`src/include/switch_settings.svh`:
```
`ifndef SWITCH_SETTINGS_SVH
`define SWITCH_SETTINGS_SVH

// switch geometry
`define N_PORTS      3
`define MTU          64
`define STORE_FRAMES 8    // must stay a power of two

// idle cycles after every frame slot on the output side
`define IFG_TICKS    4

// 32-bit Galois LFSR, x^32 + x^22 + x^2 + x + 1
`define LFSR_SEED    32'h1d872b41
`define LFSR_TAPS    32'h80200003

// a frame is kept when the LFSR value is below this limit (about 3/4 kept)
`define DROP_LIMIT   32'hc0000000

`endif

```
`src/verilog/frame_pkg.sv`:
```
`default_nettype none

`include "switch_settings.svh"

package frame_pkg;

  typedef logic [7:0] byte_t;

  // one extra bit so that a full MTU-byte frame length fits
  typedef logic [$clog2(`MTU + 1)-1:0] flen_t;

  typedef logic [$clog2(`STORE_FRAMES)-1:0] slot_t;

endpackage

`default_nettype wire

```
`src/verilog/switch_pkg.sv`:
```
`default_nettype none

`include "switch_settings.svh"

package switch_pkg;

  typedef logic [`N_PORTS-1:0] port_mask_t;

  typedef logic [$clog2(`N_PORTS)-1:0] port_idx_t;

  typedef enum logic [1:0] {
    w_idle,
    w_stage,
    w_commit
  } wr_state_t;

  typedef enum logic [1:0] {
    r_idle,
    r_send,
    r_gap
  } rd_state_t;

endpackage

`default_nettype wire

```
`src/verilog/frame_commit_if.sv`:
```
`default_nettype none
`timescale 1ns/1ps

interface frame_commit_if;
  import frame_pkg::*;

  logic  req;   // frame staged, waiting for or inside a commit
  byte_t data;
  logic  last;  // marks the final byte of the frame
  logic  gnt;   // one-cycle grant pulse from the store

  modport writer (
    output req,
    output data,
    output last,
    input  gnt
  );

  modport store (
    input  req,
    input  data,
    input  last,
    output gnt
  );

endinterface

`default_nettype wire

```
`src/verilog/port_writer.sv`:
```
`default_nettype none
`timescale 1ns/1ps

`include "switch_settings.svh"

module port_writer (
  input  logic                  clk,
  input  logic                  rst,
  input  frame_pkg::byte_t      cap_data,
  input  logic                  cap_start,
  input  logic                  cap_end,
  frame_commit_if.writer        cm
);
  import frame_pkg::*;
  import switch_pkg::*;

  localparam int IDX_W = $clog2(`MTU);

  wr_state_t state;
  byte_t     stage_mem [`MTU];
  flen_t     len;
  flen_t     rd_idx;
  logic      req_q;
  logic      sending;
  logic      last_byte;

  always_ff @(posedge clk) begin
    if (rst) begin
      state   <= w_idle;
      req_q   <= 1'b0;
      sending <= 1'b0;
    end else begin
      case (state)
        w_idle: if (cap_start) state <= w_stage;  // busy ports never get here
        w_stage: begin
          if (cap_end) begin
            state <= w_commit;
            req_q <= 1'b1;
          end
        end
        w_commit: begin
          if (cm.gnt) sending <= 1'b1;
          if (last_byte) begin
            sending <= 1'b0;
            req_q   <= 1'b0;
            state   <= w_idle;
          end
        end
        default: state <= w_idle;
      endcase
    end
  end

  // staging keeps the first MTU bytes and drops the rest
  always_ff @(posedge clk) begin
    if (state == w_idle && cap_start) begin
      stage_mem[0] <= cap_data;
      len          <= flen_t'(1);
    end else if (state == w_stage && !cap_end && len != flen_t'(`MTU)) begin
      stage_mem[len[IDX_W-1:0]] <= cap_data;
      len                       <= len + 1'b1;
    end
    if (cm.gnt) rd_idx <= '0;
    else if (sending) rd_idx <= rd_idx + 1'b1;
  end

  assign last_byte = sending && (rd_idx == len - 1'b1);

  assign cm.req  = req_q;
  assign cm.data = stage_mem[rd_idx[IDX_W-1:0]];
  assign cm.last = last_byte;

  // the store relies on a full frame ahead of every release of req
  a_req_holds: assert property (@(posedge clk) disable iff (rst)
    $fell(cm.req) |-> $past(last_byte));

endmodule

`default_nettype wire

```
`src/flat_wrapper.sv`:
```
// flat-port wrapper written by rule: the top's interface ports become plain ports
module port_writer_flat import frame_pkg::*; import switch_pkg::*;
  (clk, rst, cap_data, cap_start, cap_end, cm_req, cm_data, cm_last, cm_gnt);
  frame_commit_if cm_i ();
  input  logic clk;
  input  logic rst;
  input  frame_pkg::byte_t cap_data;
  input  logic cap_start;
  input  logic cap_end;
  output wire logic [$bits(cm_i.req)-1:0] cm_req;
  output wire logic [$bits(cm_i.data)-1:0] cm_data;
  output wire logic [$bits(cm_i.last)-1:0] cm_last;
  input wire logic [$bits(cm_i.gnt)-1:0] cm_gnt;
  assign cm_req = cm_i.req;
  assign cm_data = cm_i.data;
  assign cm_last = cm_i.last;
  assign cm_i.gnt = cm_gnt;
  port_writer u_core (.clk(clk), .rst(rst), .cap_data(cap_data), .cap_start(cap_start), .cap_end(cap_end), .cm(cm_i));
endmodule
```
`config.mk`:
```
export PLATFORM = sky130hd
export DESIGN_NAME = port_writer_flat
export DESIGN_NICKNAME = d
export VERILOG_FILES = /design/src/verilog/frame_pkg.sv /design/src/verilog/switch_pkg.sv /design/src/verilog/frame_commit_if.sv /design/src/verilog/port_writer.sv /design/src/flat_wrapper.sv
export VERILOG_INCLUDE_DIRS = /design/src /design/src/include
export SDC_FILE = /design/constraint.sdc
export NUM_CORES = 1
export LEC_CHECK = 0
export BUFFER_PORTS_ARGS = -buffer_cell sky130_fd_sc_hd__buf_4
export CORE_ASPECT_RATIO = 1.75
export CORE_MARGIN = 3
export CORE_UTILIZATION = 60
export DETAILED_ROUTE_END_ITERATION = 6
export GPL_ROUTABILITY_DRIVEN = 0
export PLACE_DENSITY = 0.78
export SLEW_MARGIN = 25
export SYNTH_ARGS = -nofsm -noshare
export SYNTH_HDL_FRONTEND = slang
export SYNTH_SLANG_ARGS = --single-unit
```
`constraint.sdc`:
```
create_clock -name clk -period 3.4 [get_ports clk]
set_clock_uncertainty 0.05 [all_clocks]
set_input_delay 0.34 -clock clk [delete_from_list [all_inputs] [get_ports clk]]
set_output_delay 0.34 -clock clk [all_outputs]
set_load 0.05 [all_outputs]
```
# Word-level counts from Yosys, hierarchy flattened
# Memories as Yosys holds them, arrays and structs flattened. A register that Yosys moved wholly into a read port is not among the register bits.
# Index checks and enable logic that the tools add are counted.
# word_totals
elab_cells	47
n_memories	1
ram_bits	512
output_inout_bits	10
register_bits	18
inputBits	13
# memory_table
name	words	width	rd	rd_ports_with_merged_regs	write_ports	line	source
u_core.stage_mem	64	8	1	1	1	port_writer.sv:20	byte_t stage_mem [`MTU];
# op_classes
mux	19
add_sub_neg	3
n_reduce_logical	12
eq_ne	7
# op_table
cell	count
$mux W6	3
$add A7 B1 Y7 const B	2
$mux W1	10
$mux W8	1
$reduce_or A8 Y1	1
$eq A7 B7 Y1	1
$ne A7 B7 Y1 const B	1
$sub A7 B1 Y7 const B	1
$mux W2	3
$ne A2 B2 Y1 const B	3
$pmux W2 S3	1
$reduce_and A3 Y1	2
$logic_and A1 B1 Y1	4
$reduce_bool A2 Y1	2
$eq A2 B1 Y1 const B	1
$eq A2 B2 Y1 const B	1
$logic_not A2 Y1	1
$pmux W1 S2	1
$reduce_and A2 Y1	1
$logic_not A1 Y1	1

# Logic depth before layout (Yosys ltp)
# depth
ltp_word	8
ltp_mapped	8
mapped_depth_nobuf	7

# Least setup slack after synthesis
# Ideal clock, no wire load.
# synth_path
path_type	reg-to-output
start	reg (tool-made name)
end	out cm_data[5]
stages_incl_launch_ff	8
required_time_ns	3.010
t_arrival_ns	2.507
n_path_buf	2
setup_slack_ns	0.503
path_cell_list	dfxtp_1 > buf_2 > buf_1 > nor2b_1 > nand2_1 > a31oi_1 > a21oi_1 > o21ai_0
# synth_lines
element	line	source
end: declaration	flat_wrapper.sv:11	output wire logic [$bits(cm_i.data)-1:0] cm_data;

==> out/summary.txt <==
status - complete, no violations
die width - 148 µm
post-layout min period - 3.36 ns
initial DRC count - 1,101
crit path cell chain - buf_12, mux4_2, a22oi_1, o21a_1, o2111ai_1, buf_4
most frequent cells in the layout - 512 x edfxtp_1, 114 x mux4_2, 110 x buf_4, 86 x nor2_1, 50 x clkbuf_16
setup_tns - 0 ns
vias in the first global route - 11,250
Worst Path Max Fanout - 26
first-pass GRT wire length - 72,100 µm
Leak - 7.44 nW
Critical Path RT - 3.01 ns
worst hold path cell count - 3
global route total overflow - 0
clk_lat worst skew - 0.56 ns
IO Port Bufs - 22
Mapped Area - 21,200 µm²
WP depth - 6
Residual DRC - 0
core box area - 34,700 µm²
drt pass-1 iters - 7
crit-path leading delay family - compound AO/OA/AOI/OAI gates
via count - 11,004
commonest non-fill, non-tap cell in the layout - edfxtp_1
EDFF count, synth - 512
sequential area share after synthesis - 74.8%
Hold Crit Class - in -> reg
launching point of the worst reg2reg path - u_core.state[0]$_SDFFE_PP0P_
Die Ht - 255 µm
DR vias/cell - 6.62
CTS clock-pin slew for the worst setup and hold paths - 0.06 ns
design area - 24,000 µm²
Final setup violation count - 0
Top FF cell, synth - edfxtp_1
site row count - 90
crit path DAT - 2.97 ns
Worst Max-Slew Pin Slew - 0.849 ns
Post-synth ARST share - 0%
R2R Path End - u_core.stage_mem[31][1]$_DFFE_PP_
Yosys cell types - 62
htree depth - 2
max-cap viol count - 0
worst reg-to-reg setup slack - 0.45 ns
CP bufs+invs - 2
slowest stage delay, CP - 0.53 ns
Synth Register Bits - 536
hpwl dp - 29,400 µm
syn nets - 1,068
WL per Instance - 29.2 µm
YS warnings - 0
DRT Wirelength - 48,500 µm
Tot GR Track Use - 26.2%
Rel. slew slack - 43.2%
Syn Inst Count - 1,051
ratio of cells with drive above 1 in the final layout - 27.5%
Ports - 23
Finished Core Util - 69.3%
hold_sp - cap_start
CP Class - reg -> out
Worst Hold Endpoint - u_core.state[0]$_SDFFE_PP0P_
CTS buffer count - 46
largest net degree at the start of global routing - 65
Synth Area per Inst - 20.2 µm²
Clock Sinks - 536
Starting Density - 61.1%
Fillers - 2,119
PwrDens - 536 nW/µm²
Hold Vio Cnt, Final - 0
reg2reg path depth - 5
Worst setup SP type - flip-flop
Nets - 1,184
period utilisation layout - 98.9%
TritonCTS clock tree - done
ant diodes - 0
root buf cell - clkbuf_16
max-slew violations - 0
Max Buffers Root-to-Sink - 3
RSZ-0062 raised after global routing - false
Setup crit end kind - output pin
Final ANT Viol Nets - 0
Area Overhead vs Synth - 13.3%
Crit-path slowest cell - mux4_2
Worst IR Drop VDD - 0.308 mV
Fmax - 297 MHz
initial antenna violation count - 0
Post-DP Area - 22,400 µm²
die footprint - 37,700 µm²
==> tightest hold or removal path, delay by kind of cell <==
family / cells / cell delay (ns)
and+or+nand+nor: 1 / 0.12
muxes: 1 / 0.05
buffers and inverters: 1 / 0.08
==> cell usage after synthesis, types with 6 or more instances <==
master | number | area share [%]
o21ai_0 | 15 | 0.35
buf_6 | 7 | 0.37
o22ai_1 | 10 | 0.30
nand2_1 | 21 | 0.37
o221ai_1 | 10 | 0.41
nand2b_1 | 6 | 0.18
mux2i_1 | 15 | 0.71
a22oi_1 | 11 | 0.39
mux2_2 | 7 | 0.37
a21oi_1 | 14 | 0.33
mux4_2 | 114 | 12
nor2b_1 | 11 | 0.32
nor3_1 | 9 | 0.21
mux4_1 | 11 | 1.4
buf_2 | 23 | 0.54
dfxtp_1 | 24 | 2.3
clkbuf_1 | 14 | 0.25
nand4_1 | 8 | 0.24
nand3_1 | 15 | 0.35
o22a_1 | 6 | 0.25
buf_1 | 6 | 0.11
xor2_1 | 11 | 0.45
nor2_1 | 86 | 1.5
edfxtp_1 | 512 | 73
==> power breakdown <==
part | total [mW] | leakage (nW) | switching [mW] | internal, mW
sequential | 7.27 | 4.80 | 0.0206 | 7.25
clock | 5.12 | 0.718 | 2.24 | 2.88
combinational | 0.492 | 1.92 | 0.315 | 0.177
total | 12.9 | 7.44 | 2.57 | 10.3
==> cells by family after synthesis <==
| kind of cell | Yosys count | share of synthesized area [%] |
|---|---|---|
| AO/OA/AOI/OAI | 103 | 3.81 |
| adder cells (fa/ha/maj) | 4 | 0.236 |
| XOR/XNOR | 15 | 0.620 |
| buffers and inverters | 62 | 1.72 |
| flip-flops | 536 | 74.8 |
| AND/OR/NAND/NOR | 184 | 4.28 |
| multiplexers | 147 | 14.6 |
==> cell type report <==
class	count	area [µm²]	share of cell area, %
multi-input combinational	453	5000	20.8
clock buffer	61	1280	5.33
clock inverter	22	184	0.765
inverter	5	18.8	0.0781
tap	460	576	2.39
timing repair buffer	125	1110	4.62
sequential	536	15900	66.0
==> registers in the layout, summed over array words and instances, names as in the netlist, named ones only <==
register / flops
u_core.len: 7
u_core.stage_mem: 512
u_core.sending: 1
u_core.rd_idx: 7
u_core.state: 2
u_core.cm.req: 1
==> through the flow <==
step                      hold slack, ns  power (mW)  setup WS, ns  cells
after floorplan                    0.359        7.68         0.503   1051
after global placement             0.457        7.87         0.478   1564
after detailed placement           0.469        7.89         0.357   1564
after CTS                         0.0235        12.9       0.00691   1653
after global routing              0.0497        13.2       0.00261   1662
final                             0.0374        12.9        0.0376   1662
==> how the worst max path moves through the flow <==
| stage | start | endpoint | slack [ns] |
|---|---|---|---|
| 2_1_floorplan | flip-flop | cm_data[5] | 0.50 |
| 3_3_place_gp | u_core.len[1]$_SDFFE_PP0N_ | u_core.stage_mem[58][2]$_DFFE_PP_ | 0.48 |
| 3_5_place_dp | u_core.len[1]$_SDFFE_PP0N_ | u_core.stage_mem[31][1]$_DFFE_PP_ | 0.36 |
| 4_1_cts | flip-flop | cm_data[2] | 0.007 |
| 5_1_grt | flip-flop | cm_data[0] | 0.003 |
| 6_report | flip-flop | cm_data[1] | 0.04 |
==> layer usage <==
metal  part of all wire (%)  global-route usage (%)  vias up
met1                     34                    32.2     5636
met3                    6.4                    3.96      172
met4                    6.9                    14.8        0
met5                      0                       0        -
met2                     52                    44.8      623
li1                       -                       -     4573
==> timing repair <==
item                                   4_1_cts  5_1_grt
buffers inserted                             4        8
setup endpoints to repair                    4        8
endpoints found under the hold margin       15        0
gates cloned                                 0        1
hold buffers                                 2        0
pin swaps                                    0        0
gates resized for setup                      1        6
No activity file was read; power rests on OpenSTA's default activity.
