===== src/include/switch_settings.svh =====
`ifndef SWITCH_SETTINGS_SVH
`define SWITCH_SETTINGS_SVH

// switch geometry
`define N_PORTS      3
`define MTU          64
`define STORE_FRAMES 8    // must stay a power of two

// idle cycles after every frame slot on the output side
`define IFG_TICKS    4

// 32-bit Galois LFSR, x^32 + x^22 + x^2 + x + 1
`define LFSR_SEED    32'h1d872b41
`define LFSR_TAPS    32'h80200003

// a frame is kept when the LFSR value is below this limit (about 3/4 kept)
`define DROP_LIMIT   32'hc0000000

`endif


===== src/verilog/frame_pkg.sv =====
`default_nettype none

`include "switch_settings.svh"

package frame_pkg;

  typedef logic [7:0] byte_t;

  // one extra bit so that a full MTU-byte frame length fits
  typedef logic [$clog2(`MTU + 1)-1:0] flen_t;

  typedef logic [$clog2(`STORE_FRAMES)-1:0] slot_t;

endpackage

`default_nettype wire


===== src/verilog/switch_pkg.sv =====
`default_nettype none

`include "switch_settings.svh"

package switch_pkg;

  typedef logic [`N_PORTS-1:0] port_mask_t;

  typedef logic [$clog2(`N_PORTS)-1:0] port_idx_t;

  typedef enum logic [1:0] {
    w_idle,
    w_stage,
    w_commit
  } wr_state_t;

  typedef enum logic [1:0] {
    r_idle,
    r_send,
    r_gap
  } rd_state_t;

endpackage

`default_nettype wire


===== src/verilog/ingress_capture.sv =====
`default_nettype none
`timescale 1ns/1ps

`include "switch_settings.svh"

module ingress_capture (
  input  logic                                   clk,
  input  logic                                   rst,
  input  frame_pkg::byte_t [`N_PORTS-1:0]        din,
  input  switch_pkg::port_mask_t                 vin,
  output frame_pkg::byte_t [`N_PORTS-1:0]        cap_data,
  output switch_pkg::port_mask_t                 cap_start,
  output switch_pkg::port_mask_t                 cap_end
);
  import frame_pkg::*;
  import switch_pkg::*;

  port_mask_t vin_q;
  port_mask_t vin_prev;

  // bytes are only meaningful while the matching valid is high
  always_ff @(posedge clk) begin
    cap_data <= din;
  end

  always_ff @(posedge clk) begin
    if (rst) begin
      vin_q    <= '0;
      vin_prev <= '0;
    end else begin
      vin_q    <= vin;
      vin_prev <= vin_q;
    end
  end

  // start lines up with the first registered byte of the frame
  assign cap_start = vin_q & ~vin_prev;
  assign cap_end   = ~vin_q & vin_prev;  // first cycle after the final byte

endmodule

`default_nettype wire


===== config.mk =====
export PLATFORM = sky130hd
export DESIGN_NAME = ingress_capture
export DESIGN_NICKNAME = d
export VERILOG_FILES = /design/src/verilog/frame_pkg.sv /design/src/verilog/switch_pkg.sv /design/src/verilog/ingress_capture.sv
export VERILOG_INCLUDE_DIRS = /design/src /design/src/include
export SDC_FILE = /design/constraint.sdc
export NUM_CORES = 1
export LEC_CHECK = 0
export BUFFER_PORTS_ARGS = -buffer_cell sky130_fd_sc_hd__buf_2
export CAP_MARGIN = 15
export CORE_MARGIN = 1.5
export CORE_UTILIZATION = 30
export CTS_BUF_LIST = sky130_fd_sc_hd__clkbuf_4 sky130_fd_sc_hd__clkbuf_8
export DETAILED_ROUTE_END_ITERATION = 10
export PLACE_DENSITY = 0.74
export SLEW_MARGIN = 40
export SYNTH_ARGS = -nofsm -noshare
export SYNTH_HDL_FRONTEND = slang
export SYNTH_SLANG_ARGS = --single-unit

===== constraint.sdc =====
create_clock -name clk -period 0.8 [get_ports clk]
set_input_delay 0.08 -clock clk [delete_from_list [all_inputs] [get_ports clk]]
set_output_delay 0.08 -clock clk [all_outputs]
set_load 0.01 [all_outputs]

# == Yosys cells after proc, flatten, opt, wreduce, memory -nomap -nowiden ==
# Index checks and enable logic that the tools add are counted.
# word_totals
register_bits,30
in_bits,29
out_inout_bits,30
elab_cells,9
# op_classes
n_bitwise,4
# op_table
operator,n
bitwise AND 3 bit,2
NOT 3 bit,2

# == Depth between registers and ports, before layout ==
# Gate-level depths: netlist of the first run.
# depth
depth_word,2
ltp_mapped,1
depth_no_buf,1

# == Least setup slack after synthesis of the first run ==
# OpenSTA, ideal clock, no wires.
# synth_timing
path_kind,register to output
start,register vin_q[0]
end,output port cap_start[0]
arrival_time_ns,0.521
path_slack_ns,0.199
stages_incl_launch_ff,2
path_buffers,0
path_cell_list,dfxtp_1 -> nor2b_1
# synth_between
elab_chain_cells,1
# synth_rtl
item,line,source
"start, declared",ingress_capture.sv:18,port_mask_t vin_q;
"start signal, assigned",ingress_capture.sv:31,vin_q <= vin;
bitwise AND 3 bit,ingress_capture.sv:37,assign cap_start = vin_q & ~vin_prev;
"end, declared",ingress_capture.sv:12,"output switch_pkg::port_mask_t cap_start,"
# No other way between the ends.

# == Worst setup path after layout of the first run ==
# layout_timing
start,register vin_prev[0]
end,output port cap_end[0]
# layout_between
elab_chain_cells,1
# layout_rtl
item,line,source
"start, declared",ingress_capture.sv:19,port_mask_t vin_prev;
"start signal, assigned",ingress_capture.sv:32,vin_prev <= vin_q;
bitwise AND 3 bit,ingress_capture.sv:38,assign cap_end = ~vin_q & vin_prev;
"end, declared",ingress_capture.sv:13,output switch_pkg::port_mask_t cap_end
# No other way between the ends.

==> results of run 1 <==
## layer usage
layer  track usage  vias up  part of all wire
li1              -      314                 -
met1         0.115      287              0.34
met2         0.320       35              0.55
met3        0.0655        5             0.085
met4        0.0946        0             0.020
met5             0        -                 0
## synth_stat cells
| cell type | count |
|---|---|
| dfxtp_1 | 30 |
| nor2b_1 | 12 |
## sequential cells by signal, indices dropped and copies added (netlist names)
name / flops
vin_q: 3
vin_prev: 3
cap_data: 24
## stage by stage
step	cells	hold WS, ns	cell area, sq um	setup WS [ns]	power (mW)
2_1_floorplan	42	0.108	676	0.199	1.69
3_3_place_gp	127	0.182	1000	0.168	1.82
3_5_place_dp	127	0.184	1000	0.136	1.83
4_1_cts	163	0.376	1370	-0.211	3.08
5_1_grt	164	0.357	1440	-0.360	3.26
6_report	164	0.389	1440	-0.292	3.10
## cell usage in the layout (no fill, tap or decap)
master | netlist | final
buf_2 | 0 | 49
buf_4 | 0 | 1
buf_6 | 0 | 9
bufinv_16 | 0 | 1
clkbuf_4 | 0 | 5
clkinv_2 | 0 | 2
dfxtp_1 | 30 | 15
dfxtp_2 | 0 | 15
dlygate4sd3_1 | 0 | 28
nor2b_1 | 12 | 12
## power breakdown
group / total [mW] / switching, mW / internal [mW]
Combinational: 0.344 / 0.115 / 0.229
Clock: 1.15 / 0.501 / 0.647
Sequential: 1.61 / 0.0285 / 1.58
Total: 3.10 / 0.644 / 2.45
## cell families (layout without fill, tap and decap cells)
family | Yosys count | count (layout)
AND/OR/NAND/NOR | 12 | 12
buffers and inverters | 0 | 95
flip-flops | 30 | 30
## layout make-up
| type | count | area, sq um |
|---|---|---|
| flip-flops and latches | 30 | 619 |
| multi-input cells | 12 | 75.1 |
| fillers | 137 | 602 |
| well taps | 27 | 33.8 |
| clock buffers | 5 | 37.5 |
| repair buffers | 87 | 634 |
| clock inverters | 3 | 40.0 |
## what timing repair did
action / CTS / global route
endpoints found under the setup margin: 30 / 30
cloned: 0 / 0
hold endpoints to repair: 29 / 0
gates resized for setup: 8 / 16
hold buffers: 28 / 0
setup buffers: 0 / 1
## final timing paths
check | startpoint | endpoint | slack, ns | cells past startpoint
worst min-delay path | din[6] | cap_data[6] | 0.39 | 2
worst min register to register | vin_q[0] | vin_prev[0] | 0.48 | 1
worst max register to register | vin_q[2] | vin_prev[2] | 0.12 | 2
worst max-delay path | vin_prev[0] | cap_end[0] | -0.29 | 2
==> results.md, run 1 <==
- Worst path slowest cell: dfxtp_2
- Hold Vio Cnt, Final: 0
- Die H: approximately 50 um
- CP delay by family, top: flip-flops
- Max Fclk: just over 900 MHz
- Final core utilization: 0.705
- # port buffers: between 50 and 60
- Crit-path max FO: 2
- Cell Chain, Critical Path: nor2b_1 -> buf_2
- Mux cell area share after synthesis: 0
- # setup viols final: 30
- Starting density of the core: 0.331
- Grt ovf: 0
- Critical path's largest stage delay: roughly 0.36 ns
- Die ar.: 2550 sq um
- Yosys warning count: 0
- Number of global-route vias before repair: 680
- Slew Viols, Final: 0
- Rows: 16
- Top post-synthesis cells by area: dfxtp_1 89%, nor2b_1 11%
- WP buf/inv: 1
- Max IR drop VDD: 1720 uV
- # nets final: ~170
- Area grow syn2layout: 113%
- Synthesized area per cell: approximately 16 sq um
- Final WL: between 1.5 and 2 mm
- Reg clk slew, reported paths: about 0.10 ns
- Post-synthesis sequential area ratio: 0.889
- Post-synthesis adder-cell area fraction: 0
- Syn nets: approximately 70
- CP Launch Type: flip-flop
- Area share of the largest cell type after synthesis: 0.889
- I/O pin cnt: 59
- DRT Pass-1 Iters: 3
- Max cap viols: 0
- 1st-iter DRT viols: 3
- Post-detailed-route count of antenna-violating nets: 0
- DP HPWL: about 1.0 mm
- Share of layout cells above drive strength 1: 0.599
- Worst clock skew: 0.0110 ns
- Routed vias: about 640
- Synth unique cells: 2
- Unrepaired setup endpoints after global routing: true
- Crit Path Category: reg -> out
- Initial antenna violation count: 0
- Violated checks: negative setup slack
- Worst slew pin tran: 0.147 ns
- Mapped Cells: between 40 and 50
- Ratio of final minimum period to clock period: 1.36
- Clock net sink count: 30
- Total CTS buffers: 5
- Tot GR Track Use: 0.157
- Core ar.: roughly 2000 sq um
- PnR worst setup slack: -0.292 ns
- WL/cell: 11.8 um
- DRC violations left: 0
- CTS Buffer Depth: 2
- Compound-Gate Fraction of Synth Area: 0
- Mapped Area: slightly below 700 sq um
- Total number of H-tree levels: 2
- WP data required: approximately 0.72 ns
- Final setup TNS: -1.98 ns
- Leading area contributor after synthesis: dfxtp_1
- Clock latency on the worst-skew pair: about 0.32 ns
- XOR/XNOR Fraction of Synth Area: 0
- Worst Path Arrival: 1.01 ns
- Final min period: ~1.1 ns
- Yosys reg bits: 30
- Setup crit end kind: output pin
- Die span in x: around 50 um
- Routability cong.: a little under 0.6
- Class of the worst hold path: in -> reg
- Largest net degree at the start of global routing: 11
- First-pass GRT wire length: approximately 2.8 mm
- Main combinational cell family by area after synthesis: simple AND/OR/NAND/NOR gates
- Leakage: 0.707 nW
- Vias per std cell: between 3 and 4
- Simple-Gate Fraction of Synth Area: 0.111
- Rel. slew slack: 0.902
- CTS tree: yes
- N_diodes: 0
- Status: finished, violations left
- Root Buffer Master: clkbuf_4
- Power density over cell area: ~2200 nW/um^2
Power figures use the tool's default switching activity.
==> run 2: changes to the inputs <==
--- a/config.mk
+++ b/config.mk
@@ -12,7 +12,8 @@
 export CORE_UTILIZATION = 30
 export CTS_BUF_LIST = sky130_fd_sc_hd__clkbuf_4 sky130_fd_sc_hd__clkbuf_8
 export DETAILED_ROUTE_END_ITERATION = 10
-export PLACE_DENSITY = 0.74
+export PLACE_DENSITY = 0.71
+export SKIP_LAST_GASP = 1
 export SLEW_MARGIN = 40
 export SYNTH_ARGS = -nofsm -noshare
 export SYNTH_HDL_FRONTEND = slang
==> constraint.sdc (replaced) <==
create_clock -name clk -period 1.3 [get_ports clk]
set_input_delay 0.13 -clock clk [delete_from_list [all_inputs] [get_ports clk]]
set_output_delay 0.13 -clock clk [all_outputs]
set_load 0.01 [all_outputs]
==> results.md, run 2 (synthesis results as in run 1) <==
- Worst Path Arrival: slightly above 0.9 ns
- WP data required: roughly 1.2 ns
- Setup crit end kind: output pin
- Max cap viols: 0
- Unrepaired setup endpoints after global routing: false
- Clock latency on the worst-skew pair: 0.31 ns
- Commonest non-fill, non-tap cell in the layout: buf_2
- Starting density of the core: 0.331
- # nets final: 160
- Pre-CTS setup slack: between 0.5 and 0.6 ns
- DR WL met3: between 150 and 200 um
- Worst slew pin tran: a little over 0.1 ns
- Final min period: between 1 and 1.5 ns
- Max layer used: met4
- Largest net degree at the start of global routing: 9
- Leakage: 0.651 nW
- First-pass GRT wire length: between 2 and 2.5 mm
- Ratio of final minimum period to clock period: 0.798
- Final WL: 1.56 mm
- Hold_ws: between 0.02 and 0.03 ns
- Final setup TNS: 0 ns
- Class of the worst hold path: in -> reg
- 1st-iter DRT viols: 7
- Status: completed
- Clock net sink count: 30
- Number of global-route vias before repair: 601
- Hold Vio Cnt, Final: 0
- Max IR drop VDD: around 900 uV
- Crit-path max FO: 3
- Die span in x: ~50 um
- PnR worst setup slack: 0.263 ns
- Met1 wire length: around 550 um
- Die ar.: ~2500 sq um
- Total number of H-tree levels: 2
- Rel. slew slack: 0.931
- Tot GR Track Use: 0.143
- FILL cells: around 180
- Routed vias: ~600
- Post-detailed-route count of antenna-violating nets: 0
- Area grow syn2layout: 91.3%
- CP Launch Type: flip-flop
- Grt ovf: 0
- WL/cell: approximately 10 um
- Max Fclk: approximately 960 MHz
- Core ar.: a little over 2000 sq um
- Share of layout cells above drive strength 1: 0.496
- Power density over cell area: roughly 1300 nW/um^2
- DRC violations left: 0
- Vias per std cell: 3.82
- Slew Viols, Final: 0
- Reg clk slew, reported paths: around 0.080 ns
- Routed length on met2: slightly above 800 um
- CTS Buffer Depth: 2
- Max FFs per register: 24
- Crit Path Category: reg -> out
- Worst clock skew: about 0.00021 ns
- Most flop-heavy register: cap_data
- Root Buffer Master: clkbuf_4
- Routability cong.: 0.602
- DRT Pass-1 Iters: 2
- N_diodes: 0
- CTS tree: yes
- Commonest cells after routing, fill and taps aside: 58 x buf_2, 30 x dfxtp_1, 24 x dlygate4sd3_1
- Rows: 16
- PostCTS Resize Cnt: 0
- Largest registers: cap_data (24), vin_prev (3), vin_q (3)
- I/O pin cnt: about 60
- # setup viols final: 0
- Initial antenna violation count: 0
- # port buffers: 58
- Total CTS buffers: 5
- Die H: 50.5 um
-- run 2: path summary, 6_finish.rpt --
| path | startpoint | endpoint | slack, ns | cells past startpoint |
|---|---|---|---|---|
| worst max-delay path | vin_q[1] | cap_start[1] | 0.26 | 2 |
| worst min-delay path | vin[1] | vin_q[1] | 0.03 | 2 |
| worst max register to register | vin_q[1] | vin_prev[1] | 0.75 | 1 |
| worst min register to register | vin_q[2] | vin_prev[2] | 0.48 | 1 |
-- run 2: power breakdown --
part / switching, mW / internal, mW / total (mW)
registers: 0.0129 / 0.966 / 0.979
clock network: 0.262 / 0.245 / 0.507
logic: 0.0649 / 0.115 / 0.180
total: 0.340 / 1.33 / 1.67
-- run 2: per-stage QoR --
step,cells,total power [mW],cell area (sq um),utilization
after floorplan,42,1.04,676,-
after global placement,127,1.12,1000,0.490
after detailed placement,127,1.13,1000,0.490
after CTS,158,1.70,1290,0.633
after global routing,158,1.76,1290,0.633
final,158,1.67,1290,0.633
-- run 2: repair_timing --
action                                 4_1_cts  5_1_grt
endpoints found under the hold margin       24        0
setup endpoints to repair                    0        0
buffers inserted                             0        0
hold buffers                                24        0
-- run 2: metal layers --
layer  vias to the layer above  global-route usage
met1                       256               0.113
li1                        305                   -
met4                         0              0.0676
met3                         4              0.0952
met5                         -                   0
met2                        38               0.263
-- run 2: final cells by class --
cell class                 count  area [sq um]  area share
clock buffer                   7          52.6      0.0407
multi-input combinational     12          75.1      0.0581
sequential                    30           601       0.465
tap                           27          33.8      0.0261
timing repair buffer          82           531       0.410
-- run 2: critical path: stages (launching register included) --
cell and delay [ns]:
dfxtp_1 0.35, nor2b_1 0.12, buf_2 0.13
==> run 3: changes to the inputs <==
--- a/config.mk
+++ b/config.mk
@@ -6,6 +6,7 @@
 export SDC_FILE = /design/constraint.sdc
 export NUM_CORES = 1
 export LEC_CHECK = 0
+export ABC_AREA = 1
 export BUFFER_PORTS_ARGS = -buffer_cell sky130_fd_sc_hd__buf_2
 export CAP_MARGIN = 15
 export CORE_MARGIN = 1.5
==> constraint.sdc (replaced) <==
create_clock -name clk -period 1 [get_ports clk]
set_input_delay 0.1 -clock clk [delete_from_list [all_inputs] [get_ports clk]]
set_output_delay 0.1 -clock clk [all_outputs]
set_load 0.01 [all_outputs]
==> results.md, run 3 <==
- Status: completed
- First-pass GRT wire length: 2.62 mm
- Share of layout cells above drive strength 1: 0.534
- Post-synth EDFFs: 0
- Vias per std cell: between 3 and 4
- Max Fclk: 1000 MHz
- DRT Pass-1 Iters: 4
- Yosys reg bits: 30
- Max cap viols: 0
- Final min period: 0.999 ns
- Die H: just over 50 um
- Leading area contributor after synthesis: dfxtp_1
- CP Launch Type: flip-flop
- Hold Vio Cnt, Final: 0
- Final setup TNS: 0 ns
- Total number of H-tree levels: 2
- Ratio of final minimum period to clock period: 0.999
- Count leader, synth: dfxtp_1
- Unrepaired setup endpoints after global routing: true
- Die span in x: just over 50 um
- CTS tree: yes
- Slew Viols, Final: 0
- Rows: 17
- Total power: approximately 2.4 mW
- CTS Buffer Depth: 2
- Class of the worst hold path: in -> reg
- Max IR drop VDD: 1230 uV
- Worst Path Arrival: about 0.9 ns
- Largest registers: cap_data (24), vin_prev (3), vin_q (3)
- WP data required: approximately 0.90 ns
- Max FFs per register: 24
- Worst clock skew: 0.00266 ns
- Worst path slowest cell: dfxtp_2
- Top post-synthesis cells by area: dfxtp_1 88%, nor2_1 6.6%, inv_1 5.0%
- Ys async rst share: 0
- Total CTS buffers: 5
- Critical path's largest stage delay: 0.35 ns
- DP HPWL: around 1.1 mm
- Power density over cell area: 1730 nW/um^2
- Syn nets: 80
- Starting density of the core: 0.313
- CP delay by family, top: flip-flops
- Clock latency on the worst-skew pair: about 0.30 ns
- Post-synth top flop: dfxtp_1
- Largest net degree at the start of global routing: 10
- Reg clk slew, reported paths: 0.08 ns
- Yosys warning count: 0
- WP buf/inv: 2
- DRC violations left: 0
- WL/cell: ~11 um
- Final WL: 1.89 mm
- Setup crit end kind: output pin
- Commonest cells post-synth: 30 x dfxtp_1, 12 x nor2_1, 9 x inv_1
- Post-detailed-route count of antenna-violating nets: 0
- # nets final: around 170
- Crit Path Category: reg -> out
- Root Buffer Master: clkbuf_4
- Most flop-heavy register: cap_data
- Initial antenna violation count: 0
- Die ar.: about 2600 sq um
- 1st-iter DRT viols: 6
- Post-synthesis sequential area ratio: 0.884
- Worst slew pin tran: roughly 0.11 ns
- Crit-path max FO: 2
- Commonest cells after routing, fill and taps aside: 58 x buf_2, 27 x dlygate4sd3_1, 24 x dfxtp_1
- Area grow syn2layout: 103%
- Mapped Area: 679 sq um
- Area share of the largest cell type after synthesis: 0.884
- Synth unique cells: 3
- N_diodes: 0
- Routed vias: around 700
- # port buffers: 58
- Routability cong.: 0.557
- Core ar.: 2170 sq um
- Grt ovf: 0
- Clock net sink count: 30
- # setup viols final: 0
- Cell Chain, Critical Path: inv_2 -> nor2_1 -> buf_2
- Leakage: approximately 0.7 nW
- I/O pin cnt: 59
- Synthesized area per cell: 13.3 sq um
- Tot GR Track Use: 0.153
- Rel. slew slack: 0.924
- Number of global-route vias before repair: ~690
- Commonest non-fill, non-tap cell in the layout: buf_2
- Mapped Cells: 51
-- run 3: cell types whose count changed in the layout (fill, tap and decap cells not counted), moves of 4 or more --
cell and change:
inv_1 +5, dfxtp_2 +6, nor2_1 +12, inv_2 +4, nor2b_1 -12, dfxtp_1 -6
-- run 3: stage by stage --
| stage | utilization | std cells | worst slack (ns) | area (sq um) | hold slack (ns) |
|---|---|---|---|---|---|
| after detailed placement | 0.463 | 137 | 0.330 | 1000 | 0.204 |
| final | 0.634 | 174 | 0.000536 | 1380 | 0.0236 |
| after floorplan | - | 51 | 0.392 | 679 | 0.128 |
| after CTS | 0.626 | 172 | -0.00555 | 1360 | 0.00186 |
| after global placement | 0.463 | 137 | 0.358 | 1000 | 0.202 |
| after global routing | 0.634 | 174 | -0.0814 | 1380 | 0.00450 |
-- run 3: power breakdown --
group,switching (mW),total (mW),internal (mW)
Sequential,0.0184,1.28,1.26
Combinational,0.0973,0.256,0.159
Clock,0.365,0.845,0.480
Total,0.480,2.38,1.90
-- run 3: path summary, 6_finish.rpt --
path / start / end / slack, ns / depth (start not counted)
worst min-delay path: rst / vin_prev[2] / 0.02 / 2
worst max register to register: vin_q[0] / vin_prev[0] / 0.38 / 3
worst min register to register: vin_q[1] / vin_prev[1] / 0.46 / 2
worst max-delay path: vin_q[0] / cap_start[0] / 0.0005 / 3
-- run 3: metal layers --
| metal | GRT usage | wire (um) |
|---|---|---|
| met1 | 0.0957 | 582 |
| met2 | 0.305 | 1110 |
| met3 | 0.0863 | 126 |
| met4 | 0.108 | 70 |
| met5 | 0 | 0 |
-- run 3: repair_timing --
| action | 4_1_cts | 5_1_grt |
|---|---|---|
| setup endpoints to repair | 4 | 6 |
| endpoints found under the hold margin | 27 | 0 |
| setup buffers | 0 | 2 |
| resized for setup | 4 | 6 |
| pin swaps | 0 | 3 |
| hold buffers | 27 | 0 |
-- run 3: layout make-up --
cell class                 count  area [sq um]
clock buffer                   8          78.8
fill                         181           793
inverter                       9          33.8
multi-input combinational     12          45.0
sequential                    30           608
tap                           28          35.0
timing repair buffer          87           576
-- run 3: logic make-up after synthesis --
logic type    Yosys count  synth area share
simple gates           12            0.0663
flops                  30             0.884
buf+inv                 9            0.0497
